$ cat src/hw/msx_types_pkg.sv
package msx_types_pkg;

   typedef enum logic [7:0] {
      mapper_unused     = 8'd0,
      mapper_offset     = 8'd1,
      mapper_ascii8     = 8'd2,
      mapper_ascii16    = 8'd3,
      mapper_konami     = 8'd4,
      mapper_konami_scc = 8'd5,
      mapper_ram        = 8'd6
   } mapper_t;

   typedef enum logic [7:0] {
      device_none   = 8'd0,
      device_fm_pac = 8'd1,
      device_scc    = 8'd2,
      device_scc2   = 8'd3,
      device_opl3   = 8'd4
   } device_t;

   typedef enum logic [1:0] {msx1, msx2, msx2p, msx_tr} msx_typ_t;

   typedef struct packed {
      mapper_t    mapper;
      device_t    device;
      logic [3:0] ref_ram;      // Index into the lookup table
      logic [1:0] offset_ram;   // 16 KB page inside the block
   } slot_entry_t;

   typedef slot_entry_t [3:0] slot_row_t;

   typedef struct packed {
      logic [26:0] addr;
      logic [15:0] size;        // In 16 KB units
      logic        ro;
   } lookup_ram_t;

   typedef struct packed {
      logic [3:0] slot_expander_en;
      msx_typ_t   msx_typ;
   } bios_config_t;

   typedef struct packed {
      logic [3:0] subslot;
      logic [7:0] mode;         // 2 bits per page
      logic [7:0] param;
      mapper_t    mapper;
      device_t    device;
      logic [3:0] ref_ram;
   } slot_cmd_t;

   typedef struct packed {
      logic        wr;
      slot_entry_t entry;
   } page_update_t;

   localparam slot_entry_t slot_entry_empty = '{
      mapper:     mapper_unused,
      device:     device_none,
      ref_ram:    4'd0,
      offset_ram: 2'd0
   };

endpackage

$ cat src/hw/upload_pkg.sv
package upload_pkg;

   localparam int ddr_addr_w   = 28;
   localparam int ram_addr_w   = 27;
   localparam int ioctl_addr_w = 27;
   localparam int len_w        = 25;      // Up to 2047 blocks of 16 KB
   localparam int header_len   = 16;
   localparam int block_shift  = 14;      // 16 KB unit
   localparam int kbd_body_len = 'h200;
   localparam int config_index = 1;

   localparam logic [ram_addr_w-1:0] ram_start = '0;
   localparam logic [23:0] record_magic = "MSX";

   // Byte positions inside a record header
   localparam int hdr_typ     = 3;        // Type high nibble, subslot low
   localparam int hdr_data_id = 4;        // BIOS config byte in config records
   localparam int hdr_size_hi = 5;
   localparam int hdr_size_lo = 6;
   localparam int hdr_device  = 7;
   localparam int hdr_mapper  = 8;
   localparam int hdr_mode    = 9;
   localparam int hdr_param   = 10;

   typedef enum logic [3:0] {
      cfg_slot_internal = 4'd3,
      cfg_kbd_layout    = 4'd4,
      cfg_config        = 4'd5
   } config_typ_t;

   typedef enum logic [7:0] {
      rom_none = 8'd0,
      rom_rom  = 8'd1,
      rom_ram  = 8'd2,
      rom_fw   = 8'd3
   } data_id_t;

endpackage

$ cat src/hw/record_sequencer.sv
`timescale 1ns/1ps

module record_sequencer
   import msx_types_pkg::*;
   import upload_pkg::*;
(
   input  logic                    clk,
   input  logic                    rst_n,
   input  logic                    load,
   input  logic [ioctl_addr_w-1:0] config_size,
   input  logic                    ddr3_ready,
   input  logic [7:0]              ddr3_dout,
   output logic [ddr_addr_w-1:0]   ddr3_addr,
   output logic                    ddr3_rd,
   output logic                    ddr3_request,
   output logic                    reset_rq,
   output logic                    load_start,
   output logic [ddr_addr_w-1:0]   load_addr,
   output logic [len_w-1:0]        load_len,
   output logic                    load_pattern,
   input  logic                    busy,
   input  logic                    done,
   output slot_cmd_t               slot_cmd,
   output logic                    slot_store,
   output logic                    slot_clear,
   output lookup_ram_t             lookup_ram [16],
   output bios_config_t            bios_config
);

   typedef enum logic [2:0] {st_idle, st_read_hdr, st_check, st_load, st_store} seq_state_t;

   seq_state_t            state;
   logic [7:0]            hdr [header_len];
   logic [4:0]            hdr_cnt;             // 0 means record start
   logic [3:0]            ref_ram;
   logic                  ref_add;
   logic [ram_addr_w-1:0] ram_next;
   config_typ_t           typ;
   data_id_t              data_id;
   logic [len_w-1:0]      blk_len;

   assign typ        = config_typ_t'(hdr[hdr_typ][7:4]);
   assign data_id    = data_id_t'(hdr[hdr_data_id]);
   assign blk_len    = len_w'({hdr[hdr_size_hi][2:0], hdr[hdr_size_lo]}) << block_shift;
   assign reset_rq   = state != st_idle;
   assign slot_clear = load;

   always_ff @(posedge clk) begin
      load_start <= 1'b0;
      slot_store <= 1'b0;
      if (!rst_n) begin
         state        <= st_idle;
         ddr3_addr    <= '0;
         ddr3_rd      <= 1'b0;
         ddr3_request <= 1'b0;
         hdr_cnt      <= '0;
         ref_ram      <= '0;
         ref_add      <= 1'b0;
         ram_next     <= ram_start;
         bios_config  <= '0;
      end else if (load) begin
         state        <= st_read_hdr;
         ddr3_addr    <= '0;
         ddr3_rd      <= 1'b0;
         ddr3_request <= 1'b1;
         hdr_cnt      <= '0;
         ref_ram      <= '0;
         ref_add      <= 1'b0;
      end else begin
         if (ddr3_ready && ddr3_rd) begin
            ddr3_rd   <= 1'b0;
            ddr3_addr <= ddr3_addr + 1'b1;
         end
         if (state == st_idle) ddr3_request <= 1'b0;
         if (state == st_load && done) state <= st_store;   // Loader may finish during a stall
         if (ddr3_ready && !ddr3_rd) begin
            case (state)
               st_read_hdr: begin
                  if (hdr_cnt == 5'd0) begin
                     if (ddr3_addr >= ddr_addr_w'(config_size)) begin
                        state <= st_idle;                   // Walked past the download
                     end else begin
                        ddr3_rd <= 1'b1;
                        hdr_cnt <= 5'd1;
                     end
                  end else begin
                     hdr[4'(hdr_cnt - 5'd1)] <= ddr3_dout;
                     if (hdr_cnt == 5'(header_len)) begin
                        state   <= st_check;
                        hdr_cnt <= '0;
                     end else begin
                        ddr3_rd <= 1'b1;
                        hdr_cnt <= hdr_cnt + 5'd1;
                     end
                  end
               end
               st_check: begin
                  state <= st_read_hdr;
                  if ({hdr[0], hdr[1], hdr[2]} != record_magic) begin
                     state <= st_idle;
                  end else begin
                     case (typ)
                        cfg_config: begin
                           bios_config.slot_expander_en <= hdr[hdr_data_id][3:0];
                           bios_config.msx_typ          <= msx_typ_t'(hdr[hdr_data_id][5:4]);
                        end
                        cfg_kbd_layout: ddr3_addr <= ddr3_addr + ddr_addr_w'(kbd_body_len);
                        cfg_slot_internal: begin
                           slot_cmd.subslot <= hdr[hdr_typ][3:0];
                           slot_cmd.mode    <= hdr[hdr_mode];
                           slot_cmd.param   <= hdr[hdr_param];
                           slot_cmd.mapper  <= mapper_t'(hdr[hdr_mapper]);
                           slot_cmd.device  <= device_t'(hdr[hdr_device]);
                           slot_cmd.ref_ram <= ref_ram;
                           if (data_id == rom_none) begin
                              state <= st_store;
                           end else begin
                              state        <= st_load;
                              load_start   <= 1'b1;
                              load_addr    <= ddr3_addr;       // Body follows the header
                              load_len     <= blk_len;
                              load_pattern <= data_id == rom_ram;
                              lookup_ram[ref_ram] <= '{
                                 addr: ram_next,
                                 size: 16'({hdr[hdr_size_hi][2:0], hdr[hdr_size_lo]}),
                                 ro:   data_id != rom_ram
                              };
                              ram_next <= ram_next + ram_addr_w'(blk_len);
                              ref_add  <= 1'b1;
                              if (data_id != rom_ram) ddr3_addr <= ddr3_addr + ddr_addr_w'(blk_len);
                           end
                        end
                        default: ;
                     endcase
                  end
               end
               st_store: begin
                  slot_store <= 1'b1;
                  ref_ram    <= ref_ram + 4'(ref_add);
                  ref_add    <= 1'b0;
                  state      <= st_read_hdr;
               end
               default: ;
            endcase
         end
      end
   end

   // Loader must be idle at start and take the block the next cycle
   a_start_idle: assert property (@(posedge clk) disable iff (!rst_n)
      load_start |-> !busy ##1 busy);

endmodule

$ cat config.mk
export PLATFORM = sky130hd
export DESIGN_NAME = record_sequencer
export DESIGN_NICKNAME = d
export VERILOG_FILES = /design/src/hw/msx_types_pkg.sv /design/src/hw/upload_pkg.sv /design/src/hw/record_sequencer.sv
export SDC_FILE = /design/constraint.sdc
export NUM_CORES = 1
export LEC_CHECK = 0
export ABC_AREA = 1
export BUFFER_PORTS_ARGS = -buffer_cell sky130_fd_sc_hd__buf_4
export CAP_MARGIN = 20
export CORE_AREA = 10 10 334 336
export CTS_BUF_LIST = sky130_fd_sc_hd__clkbuf_8 sky130_fd_sc_hd__clkbuf_16
export DETAILED_ROUTE_END_ITERATION = 8
export DIE_AREA = 0 0 344 346
export PLACE_DENSITY = 0.52
export SYNTH_ARGS = -nofsm -noshare
export SYNTH_HDL_FRONTEND = slang
export SYNTH_SLANG_ARGS = --single-unit
export TNS_END_PERCENT = 30
$ cat constraint.sdc
create_clock -name clk -period 7.39 [get_ports clk]
set_clock_uncertainty 0.1 [all_clocks]
set_input_delay 1.1085 -clock clk [delete_from_list [all_inputs] [get_ports clk]]
set_output_delay 1.1085 -clock clk [all_outputs]
set_load 0.05 [all_outputs]
# Word-level counts from Yosys, hierarchy flattened
# Memories as Yosys holds them, arrays and structs flattened. A register that Yosys moved wholly into a read port is not among the register bits.
# Cells that the tools add are included.
# W data, S select, Z words.
[op_classes]
addsub = 7
magnitude_cmp = 3
eq_ne = 15
muxes = 43
bitwise = 8
reduce_logical = 21
[op_table]
columns = ["cell", "n"]
rows = [
  ["$bwmux W704", 1],
  ["$demux W44 S4", 1],
  ["$mux W28", 6],
  ["$pmux W28 S2", 1],
  ["$mux W44", 1],
  ["$add A28 B1 Y28 const B", 1],
  ["$add A28 B10 Y28 const B", 1],
  ["$add A28 B25 Y28", 1],
  ["$ge A28 B27 Y1", 1],
  ["$add A27 B25 Y27", 1],
  ["$mux W3", 8],
  ["$ne A24 B23 Y1 const B", 1],
  ["$mux W1", 20],
  ["$mux W5", 3],
  ["$reduce_and A6 Y1", 2],
  ["$reduce_and A5 Y1", 2],
  ["$pmux W3 S3", 1],
  ["$eq A4 B3 Y1 const B", 2],
  ["$eq A8 B2 Y1 const B", 1],
  ["$logic_not A8 Y1", 1],
  ["$ne A2 B2 Y1 const B", 4],
  ["$ne A8 B2 Y1 const B", 1],
  ["$not A1 Y1", 7],
  ["$reduce_and A7 Y1", 1],
  ["23 further kinds", 28],
]
[word_totals]
reg_bits = 830
ram_bits = 128
in_bits = 41
word_cells = 164
mem_count = 1
[memory_table]
columns = ["name", "words", "word_bits", "rd", "rd_ports_with_merged_regs", "write_ports", "line_no", "rtl"]
rows = [
  ["hdr", 16, 8, 11, 4, 1, "record_sequencer.sv:33", "logic [7:0] hdr [header_len];"],
]

# Longest topological paths before layout
# Gate-level depths: netlist (run 1).
[logic_depth]
word_depth = 8
ltp_mapped = 16

# Least setup slack after synthesis (run 1)
# No wires, ideal clock.
[synth_timing]
kind = "in2reg"
startpoint = "input ddr3_ready"
endpoint = "register slot_cmd[0] (netlist bit) (enable)"
arrival_ps = 5490
required_ps = 6753
setup_slack_ps = 1262
stages = 6
n_path_buf = 0
path_cell_list = "inv_2 nor2_4 inv_2 nor2_4 inv_2 nor4_1"
[synth_between]
elab_chain_len = 2
[synth_lines]
columns = ["element", "line_no", "rtl"]
rows = [
  ["start, declared", "record_sequencer.sv:11", "input logic ddr3_ready,"],
  ["$logic_and A1 B1 Y1", "record_sequencer.sv:76", "if (ddr3_ready && !ddr3_rd) begin"],
  ["$reduce_and A6 Y1 (no line)", "--", ""],
  ["end, declared", "record_sequencer.sv:23", "output slot_cmd_t slot_cmd,"],
]
# Every way passes these cells.
# A chain may end at the register's enable or synchronous reset.

==> results of run 1 <==
[layer usage]
metal / track usage, % / wire length (µm) / vias up
li1: - / - / 7230
met1: 15.4 / 33400 / 7441
met5: 0 / 13 / -
met4: 3.39 / 1630 / 2
met3: 4.02 / 6940 / 111
met2: 23.9 / 43000 / 802
[power by group through the flow]
stage,Clock [mW],Combinational [mW],Sequential [mW]
after detailed placement,0,0.430,3.89
after global placement,0,0.430,3.89
final,3.45,0.439,3.82
after CTS,3.55,0.430,3.82
after floorplan,0,0.515,3.89
after global routing,3.70,0.457,3.81
[cells by family (layout without fill, tap and decap cells)]
family	count (synthesis)	in the layout	synth area share [%]
compound gates	151	151	3.48
xor+xnor	32	32	1.10
fa+ha+maj	60	60	3.00
buf+inv	492	874	12.0
flops	627	627	71.1
other cells	1	319	0.0147
simple gates	522	522	9.29
[area by class of cell]
cell class | instances | share of cell area [%]
sequential | 627 | 55.1
multi-input combinational | 1083 | 17.0
timing repair buffer | 588 | 13.9
clock buffer | 71 | 5.38
tap | 1391 | 5.27
inverter | 159 | 1.81
clock inverter | 56 | 1.50
antenna | 1 | 0.00758
[state kept, by name, indices dropped and copies added, names as in the netlist, 5 cells and up]
name         cells
load_len        11
hdr_cnt          5
bios_config      6
ddr3_addr       28
hdr             83
slot_cmd        40
lookup_ram     400
ram_next        13
load_addr       28
[cells in the final DEF, fill, tap and decap left out, types with 21 or more instances in the layout]
| cell | count |
|---|---|
| edfxtp_1 | 563 |
| buf_4 | 578 |
| nor2_1 | 102 |
| conb_1 | 318 |
| nand2_1 | 236 |
| nor2_4 | 21 |
| dfxtp_1 | 64 |
| clkbuf_16 | 71 |
| nor3_1 | 24 |
| nand4_1 | 27 |
| xor2_1 | 22 |
| a21oi_1 | 65 |
| nand3_1 | 77 |
| o21ai_0 | 34 |
| ha_1 | 58 |
| inv_1 | 163 |
[critical path, stage by stage (launching register included)]
cell	delay, ns
edfxtp_1	0.36
inv_1	0.08
nand4_1	0.44
nor2_1	0.34
nand4_2	0.21
nor2_4	0.15
buf_4	0.56
nand3_1	0.43
nor2_4	0.92
[metrics by stage]
step	setup slack, ns	util [%]	total power [mW]	instances
finish	3.35	31.5	7.70	3976
CTS	3.28	31.3	7.80	3969
detailed placement	2.67	29.2	4.32	3842
floorplan	1.26	-	4.41	2202
global route	3.09	31.5	7.97	3975
global placement	2.64	29.1	4.32	3838
[how the worst max path moves through the flow]
stage                              from  cells after the start                         to
finish              hdr[3][6]$_DFFE_PP_                      8  lookup_ram[124]$_DFFE_PP_
global route        hdr[3][7]$_DFFE_PP_                      8  lookup_ram[124]$_DFFE_PP_
CTS                 hdr[3][6]$_DFFE_PP_                      8  lookup_ram[350]$_DFFE_PP_
detailed placement                rst_n                      9  lookup_ram[350]$_DFFE_PP_
global placement                  rst_n                      9   lookup_ram[51]$_DFFE_PP_
floorplan                    ddr3_ready                      6      slot_cmd[0]$_DFFE_PP_
==> results.md, run 1 <==
- Run status: finished, final reports clean
- Maximum vdd drop: 0.156 mV
- Layout cells sized above 1: 29.6%
- Asr flop ratio synth: 0%
- Clk slew on worst S/H paths: 0.06 ns
- Critical register-to-register path endpoint: lookup_ram[124]$_DFFE_PP_
- TritonCTS Buffers: 70
- Sequential area share after synthesis: 71.1%
- Residual DRC: 0
- Final hold slack: 0.317 ns
- Worst skew pair latency: 0.62 ns
- Pins Over Slew Limit: 0
- Hold Path Depth: 0
- DRT iter0 DRCs: 1,019
- Unique masters post-synth: 50
- Clock tree buffer depth: 3
- Post-DRT Antenna Nets: 0
- Hold path startpoint: hdr[9][2]$_DFFE_PP_
- Syn Inst Count: 1,885
- Core ar.: 105,000 µm²
- Vias in the first global route: 15,800
- Peak Freq: 0.248 GHz
- Global-route wire length before repair: 116 mm
- Clock share of power: 44.8%
- Post-Place Cell Area: 30,600 µm²
- Mapped Area: 25,600 µm²
- Hold WC Path Type: flop to flop
- Vias: 15,600
- Reg2reg path depth: 8
- Synth warnings: 0
- EDFF count, synth: 563
- Core Rows: 119
- Pwr/cell area: 233 nW/µm²
- Part of the power in registers: 49.5%
- CP required: 7.52 ns
- Worst rel slew slack: 26.0%
- Net Sw Frac: 24.1%
- First-pass detailed-route iteration total: 5
- Cell chosen for the clock root: clkbuf_16
- Crit-path max FO: 44
- Hold buffers post-CTS: 0
- RSZ-0062 raised after global routing: false
- TritonCTS clock tree: built
- Worst hold endpoint: slot_cmd[30]$_DFFE_PP_
- Initial Utilization: 24.4%
- Syn_area_per_cell: 13.6 µm²
- Chip width: 344 µm
- Critical R2R Launch: hdr[3][6]$_DFFE_PP_
- I/O pin count: 879
- FF/Latch Area: 18,200 µm²
- Post-CTS setup buffers: 0
- Net Sw Power: 1.86 mW
- DRT Wirelength: 84.9 mm
- Static leakage: 13.7 nW
- Largest area contributor in the netlist: edfxtp_1
- Die area: 119,000 µm²
- Internal power: 5.85 mW
- Largest net degree at the start of global routing: 45
- Area occupied by multi-input gates: 5620 µm²
- RePlAce Congestion: 0.835
- DR WL/cell: 21.4 µm
- Clock sinks: 627
- HPWL after DPL: 61.6 mm
- Critical path launch point type: flop
- Setup TNS: 0 ns
- Maxcap violations: 0
- H-tree depth: 3
- GRT overflow: 0
- CP arrival: 4.16 ns
- Top cell type's share of synthesized area: 66.1%
- Most common cell in the netlist: edfxtp_1
- Net count, final: 2,630
- Final setup fails: 0
- Post-CTS sizing: 0
- Port bufs: 559
- Critical Path End Type: flop
- Fillcell total: 10,500
- Top cells by area, synth: edfxtp_1 66%, buf_4 9.5%, dfxtp_1 5.0%
- Initial antenna violation count: 3
- Worst-Margin Slew: 1.10 ns
- R2R Setup Slk: 3.35 ns
- Syn-to-layout area delta: 29.1%
- Routed vias/inst: 3.92
- Yosys reg bits: 627
- Final Hold Vio Count: 0
- WS Path Type: flop to flop
- Gate power share: 5.7%
- Final period demand of the worst path: 4.04 ns
- Gr usage total: 13.4%
- Top_reg_cell synth: edfxtp_1
- Final Cycle Share: 54.6%
- Fin area: 33,000 µm²
- Die Y: 346 µm
- Top cells by count, synth: 563 x edfxtp_1, 323 x buf_4, 236 x nand2_1
Power figures use the tool's default switching activity.
==> run 2, diff against run 1 <==
==> constraint.sdc (replaced) <==
create_clock -name clk -period 3.85 [get_ports clk]
set_clock_uncertainty 0.1 [all_clocks]
set_input_delay 0.5775 -clock clk [delete_from_list [all_inputs] [get_ports clk]]
set_output_delay 0.5775 -clock clk [all_outputs]
set_load 0.05 [all_outputs]
==> run 2 against run 1 <==
Effect of this change:
- register-to-register slack worse by 2.4 ns
- flip-flop and latch count did not move
- sequential share of layout area decreased by 0.35 points
- largest cell class unchanged
- largest power group unchanged
==> results.md, run 2 (same netlist as run 1, synthesis figures left out) <==
- RePlAce Congestion: 0.854
- Worst skew pair latency: 0.63 ns
- CP required: 4.00 ns
- GRT overflow: 0
- Hold path startpoint: ddr3_ready
- Pwr/cell area: 450 nW/µm²
- Gr usage total: 13.4%
- Post-CTS setup buffers: 0
- Reg with most FFs: lookup_ram
- Final Non-Filler Cells: 4,009
- Final core utilization: 31.7%
- Fin area: 33,200 µm²
- R2R Setup Slk: 0.92 ns
- Chip width: 344 µm
- Final period demand of the worst path: 2.93 ns
- Worst-Margin Slew: 1.05 ns
- Residual DRC: 0
- Worst rel slew slack: 29.7%
- Syn-to-layout area delta: 29.9%
- Commonest non-fill, non-tap cell in the layout: buf_4
- Initial antenna violation count: 3
- Hold WC Path Type: primary input to flop
- Final hold slack: 0.167 ns
- Layout cells sized above 1: 30.9%
- Crit-path max FO: 25
- Critical Path End Type: flop
- Worst Path Buf+Inv: 2
- Fillcell total: 10,500
- Worst hold endpoint: ddr3_rd$_SDFF_PP0_
- Clock tree buffer depth: 3
- Critical R2R Launch: hdr[2][0]$_DFFE_PP_
- Maximum vdd drop: 0.303 mV
- I/O pin count: 879
- DRT iter0 DRCs: 960
- Critical register-to-register path endpoint: lookup_ram[51]$_DFFE_PP_
- Gate power share: 5.7%
- Critical path launch point type: flop
- Static leakage: 13.8 nW
- RSZ-0062 raised after global routing: false
- H-tree depth: 3
- Internal power: 11.2 mW
- Net Sw Power: 3.69 mW
- Cell chosen for the clock root: clkbuf_16
- Die area: 119,000 µm²
- Initial Utilization: 24.4%
- TritonCTS clock tree: built
- Die Y: 346 µm
- Final Cycle Share: 76.2%
- HPWL after DPL: 62.2 mm
- Hold buffers post-CTS: 0
- Largest net degree at the start of global routing: 41
- Worst-path cell chain: nor2_1 > nand3_1 > nor2_4 > nand3_2 > clkinv_1 > nand4_2 > nor2_4 > nand3_1 > nor2_4 > buf_4
- Vias in the first global route: 16,000
- Peak Freq: 0.341 GHz
- Most frequent cells in the layout: 614 x buf_4, 563 x edfxtp_1, 318 x conb_1
- Core Rows: 119
- DRT Wirelength: 84.9 mm
- Max reg flops: 400
- Critical-path top delay cell: buf_4
- Post-CTS sizing: 0
- Top flop regs: lookup_ram (400), hdr (83), slot_cmd (40)
- Post-Place Cell Area: 30,800 µm²
- Worst Setup SP: hdr[2][0]$_DFFE_PP_
- Reg2reg path depth: 10
- Vias: 15,800
- Port bufs: 559
- WS Path Type: flop to flop
- CP peak stage delay: 0.46 ns
- Net count, final: 2,662
- Clock sinks: 627
- DR WL/cell: 21.2 µm
- Post-DRT Antenna Nets: 0
- Final Hold Vio Count: 0
- CP delay by family, top: simple AND/OR/NAND/NOR gates
- First-pass detailed-route iteration total: 5
- Run status: finished, final reports clean
- CP arrival: 3.09 ns
- Clk slew on worst S/H paths: 0.06 ns
- Final setup fails: 0
- Part of the power in registers: 49.0%
- Global-route wire length before repair: 116 mm
- Hold Path Depth: 4
- Routed vias/inst: 3.95
- Net Sw Frac: 24.7%
- Clock share of power: 45.3%
- Placed Cells: 3,878
- Diodes inserted: 0
- Pins Over Slew Limit: 0
- Maxcap violations: 0
- TritonCTS Buffers: 72
- Core ar.: 105,000 µm²
- Most Frequent Cell on Critical Path: nor2_4
run 2: layer usage:
metal  up-vias  global-route usage [%]  wire length, µm
li1       7297                       -                -
met2       782                    23.3            41900
met3       128                    3.91             6930
met5         -                       0               11
met1      7612                    15.6            33700
met4         2                    4.26             2320
run 2: how the worst max path moves through the flow:
stage               depth (start not counted)                   endpoint  slack (ns)
finish                                     10   lookup_ram[51]$_DFFE_PP_        0.92
global route                               10  lookup_ram[258]$_DFFE_PP_        0.60
CTS                                        10  lookup_ram[472]$_DFFE_PP_        0.85
detailed placement                         10  lookup_ram[224]$_DFFE_PP_        0.87
global placement                           10  lookup_ram[226]$_DFFE_PP_        0.92
floorplan                                   9  lookup_ram[528]$_DFFE_PP_       -0.50
run 2: final cells by class:
cell class	instances	area [µm²]	share of cell area, %
Sequential cell	627	18200	54.7
Inverter	159	597	1.80
Clock inverter	57	538	1.62
Tap cell	1391	1740	5.24
Clock buffer	74	1840	5.54
Timing Repair Buffer	618	4690	14.1
Multi-Input combinational cell	1083	5630	16.9
run 2: worst reg2reg max path, stage by stage (launching register included):
cell and delay [ns]:
edfxtp_1 0.37, nor2_1 0.11, nand3_1 0.13, nor2_4 0.19
nand3_2 0.23, clkinv_1 0.11, nand4_2 0.16, nor2_4 0.23
nand3_1 0.29, nor2_4 0.14, buf_4 0.46
run 2: power groups by stage:
stage / Combinational [mW] / Sequential (mW) / Clock, mW
after floorplan: 0.989 / 7.47 / 0
after global placement: 0.828 / 7.47 / 0
after detailed placement: 0.829 / 7.47 / 0
after CTS: 0.829 / 7.32 / 6.98
after global routing: 0.881 / 7.32 / 7.27
final: 0.845 / 7.32 / 6.77
run 2: stage by stage:
stage          setup TNS (ns)  power (mW)  setup slack (ns)
3_5_place_dp                0        8.30             0.874
3_3_place_gp                0        8.30             0.920
6_report                    0        14.9             0.915
4_1_cts                     0        15.1             0.845
5_1_grt                     0        15.5             0.603
2_1_floorplan          -53.81        8.46            -0.496
==> run 3, diff against run 2 <==
==> constraint.sdc (replaced) <==
create_clock -name clk -period 2.7 [get_ports clk]
set_clock_uncertainty 0.1 [all_clocks]
set_input_delay 0.405 -clock clk [delete_from_list [all_inputs] [get_ports clk]]
set_output_delay 0.405 -clock clk [all_outputs]
set_load 0.05 [all_outputs]
==> run 3 against run 2 <==
Effect of this change:
- fmax rose by 16%
- total power rose by 44%
- global-route usage rose by 0.22 points
- sequential share of layout area fell by 1.0 points
- flip-flop and latch count did not move
- non-clock buffer count rose by 43
- via count rose by 0.95%
- clock-buffer cell count fell by 2
- highest routed layer unchanged
==> results.md, run 3 (same netlist as run 1, synthesis figures left out) <==
- Run status: finished, final reports clean
- H-tree depth: 3
- Largest net degree at the start of global routing: 41
- Most Frequent Cell on Critical Path: nor2_4
- CP required: 2.91 ns
- Final Cycle Share: 93.6%
- Total power: 21.6 mW
- Final hold slack: 0.0433 ns
- Worst-Margin Slew: 0.804 ns
- Residual DRC: 0
- Global-route wire length before repair: 118 mm
- Post-DRT Antenna Nets: 0
- Critical-path top delay cell: edfxtp_1
- Clk slew on worst S/H paths: 0.06 ns
- Maximum vdd drop: 0.418 mV
- Commonest non-fill, non-tap cell in the layout: buf_4
- DRT iter0 DRCs: 916
- Worst-path cell chain: inv_1 > nand4_1 > nor2_1 > nand3_4 > clkinv_2 > nand4_4 > nor2_4 > nand3_1 > nor2_4 > buf_12
- Max reg flops: 400
- DRT Wirelength: 86.4 mm
- Clock sinks: 627
- Final Hold Vio Count: 0
- Clock share of power: 46.0%
- Core ar.: 105,000 µm²
- Final core utilization: 32.3%
- Static leakage: 14.2 nW
- Cell chosen for the clock root: clkbuf_16
- Net Sw Frac: 24.1%
- CP peak stage delay: 0.36 ns
- I/O pin count: 879
- R2R Setup Slk: 0.17 ns
- TritonCTS Buffers: 71
- Die area: 119,000 µm²
- Port bufs: 559
- Worst skew pair latency: 0.63 ns
- Final period demand of the worst path: 2.53 ns
- DR WL/cell: 21.3 µm
- Die Y: 346 µm
- HPWL after DPL: 64.2 mm
- Reg2reg path depth: 10
- Chip width: 344 µm
- Worst rel slew slack: 46.3%
- Core Rows: 119
- Gate power share: 5.6%
- Final setup fails: 0
- Critical Path End Type: flop
- Worst Setup EP: lookup_ram[165]$_DFFE_PP_
- Pins Over Slew Limit: 0
- Part of the power in registers: 48.4%
- Worst Setup SP: hdr[0][4]$_DFFE_PP_
- Top flop regs: lookup_ram (400), hdr (83), slot_cmd (40)
- Reg with most FFs: lookup_ram
- Net Sw Power: 5.20 mW
- Clock tree buffer depth: 3
- Pwr/cell area: 637 nW/µm²
- GRT overflow: 0
- Hold WC Path Type: primary input to flop
- Peak Freq: 0.395 GHz
- Final Non-Filler Cells: 4,049
- Vias in the first global route: 16,400
- Critical path launch point type: flop
- WS Path Type: flop to flop
- RePlAce Congestion: 0.870
- TritonCTS clock tree: built
- RSZ-0062 raised after global routing: true
- Initial antenna violation count: 3
- Diodes inserted: 0
- Most frequent cells in the layout: 637 x buf_4, 563 x edfxtp_1, 318 x conb_1
- First-pass detailed-route iteration total: 5
- Fillcell total: 10,500
- Maxcap violations: 0
- Syn-to-layout area delta: 32.5%
- Initial Utilization: 24.4%
- Net count, final: 2,704
- Placed Cells: 3,915
- Post-CTS setup buffers: 0
- Hold path startpoint: ddr3_dout[3]
- Critical R2R Launch: hdr[0][4]$_DFFE_PP_
- Layout cells sized above 1: 31.7%
- CP arrival: 2.74 ns
- Routed vias/inst: 3.94
- Crit-path max FO: 25
- Critical register-to-register path endpoint: lookup_ram[165]$_DFFE_PP_
- Vias: 16,000
- Internal power: 16.4 mW
- Gr usage total: 13.6%
run 3: worst min-delay path by stage:
stage	slack [ns]	to	cells past startpoint
floorplan	0.30	slot_cmd[10]$_DFFE_PP_	0
global placement	0.30	slot_cmd[13]$_DFFE_PP_	0
detailed placement	0.30	slot_cmd[27]$_DFFE_PP_	0
CTS	0.0002	hdr[7][3]$_DFFE_PP_	1
global route	0.02	hdr[7][3]$_DFFE_PP_	1
finish	0.04	hdr[10][3]$_DFFE_PP_	1
run 3: per-stage QoR:
stage | TNS, ns | setup WS [ns] | instance area, µm²
floorplan | -213.10 | -0.566 | 26900
global placement | 0 | 0.141 | 31400
detailed placement | 0 | 0.116 | 31400
CTS | 0 | 0.127 | 33900
global route | -2.66 | -0.0479 | 33900
finish | 0 | 0.172 | 33900
run 3: what timing repair did:
item                       4_1_cts  5_1_grt
hold buffers                     6        0
hold endpoints to repair        21        0
setup endpoints to repair        0      285
resized for setup                0        1
run 3: per-layer routing:
metal | routed length (µm) | up-vias | global-route usage (%)
li1 | - | 7369 | -
met5 | 13 | - | 0
met4 | 2170 | 2 | 4.15
met3 | 7120 | 117 | 3.96
met2 | 42600 | 816 | 23.6
met1 | 34500 | 7667 | 16.0
run 3: final cells by class:
cell class | count | area, µm² | area share, %
Multi-Input combinational cell | 1083 | 5700 | 16.8
Inverter | 159 | 598 | 1.77
Clock buffer | 72 | 1790 | 5.29
Clock inverter | 56 | 653 | 1.93
Sequential cell | 627 | 18200 | 53.7
Tap cell | 1391 | 1740 | 5.14
Timing Repair Buffer | 661 | 5200 | 15.4
run 3: worst max-delay path, delay by kind of cell (launching register included):
kind / cells / cell delay, ns
AND/OR/NAND/NOR: 7 / 1.31
buffers and inverters: 3 / 0.41
flip-flops: 1 / 0.36
run 3: power by group through the flow:
stage	Sequential (mW)	Clock (mW)	Combinational, mW
2_1_floorplan	10.7	0	1.41
3_3_place_gp	10.6	0	1.18
3_5_place_dp	10.6	0	1.19
4_1_cts	10.4	10.2	1.20
5_1_grt	10.4	10.7	1.27
6_report	10.4	9.92	1.22
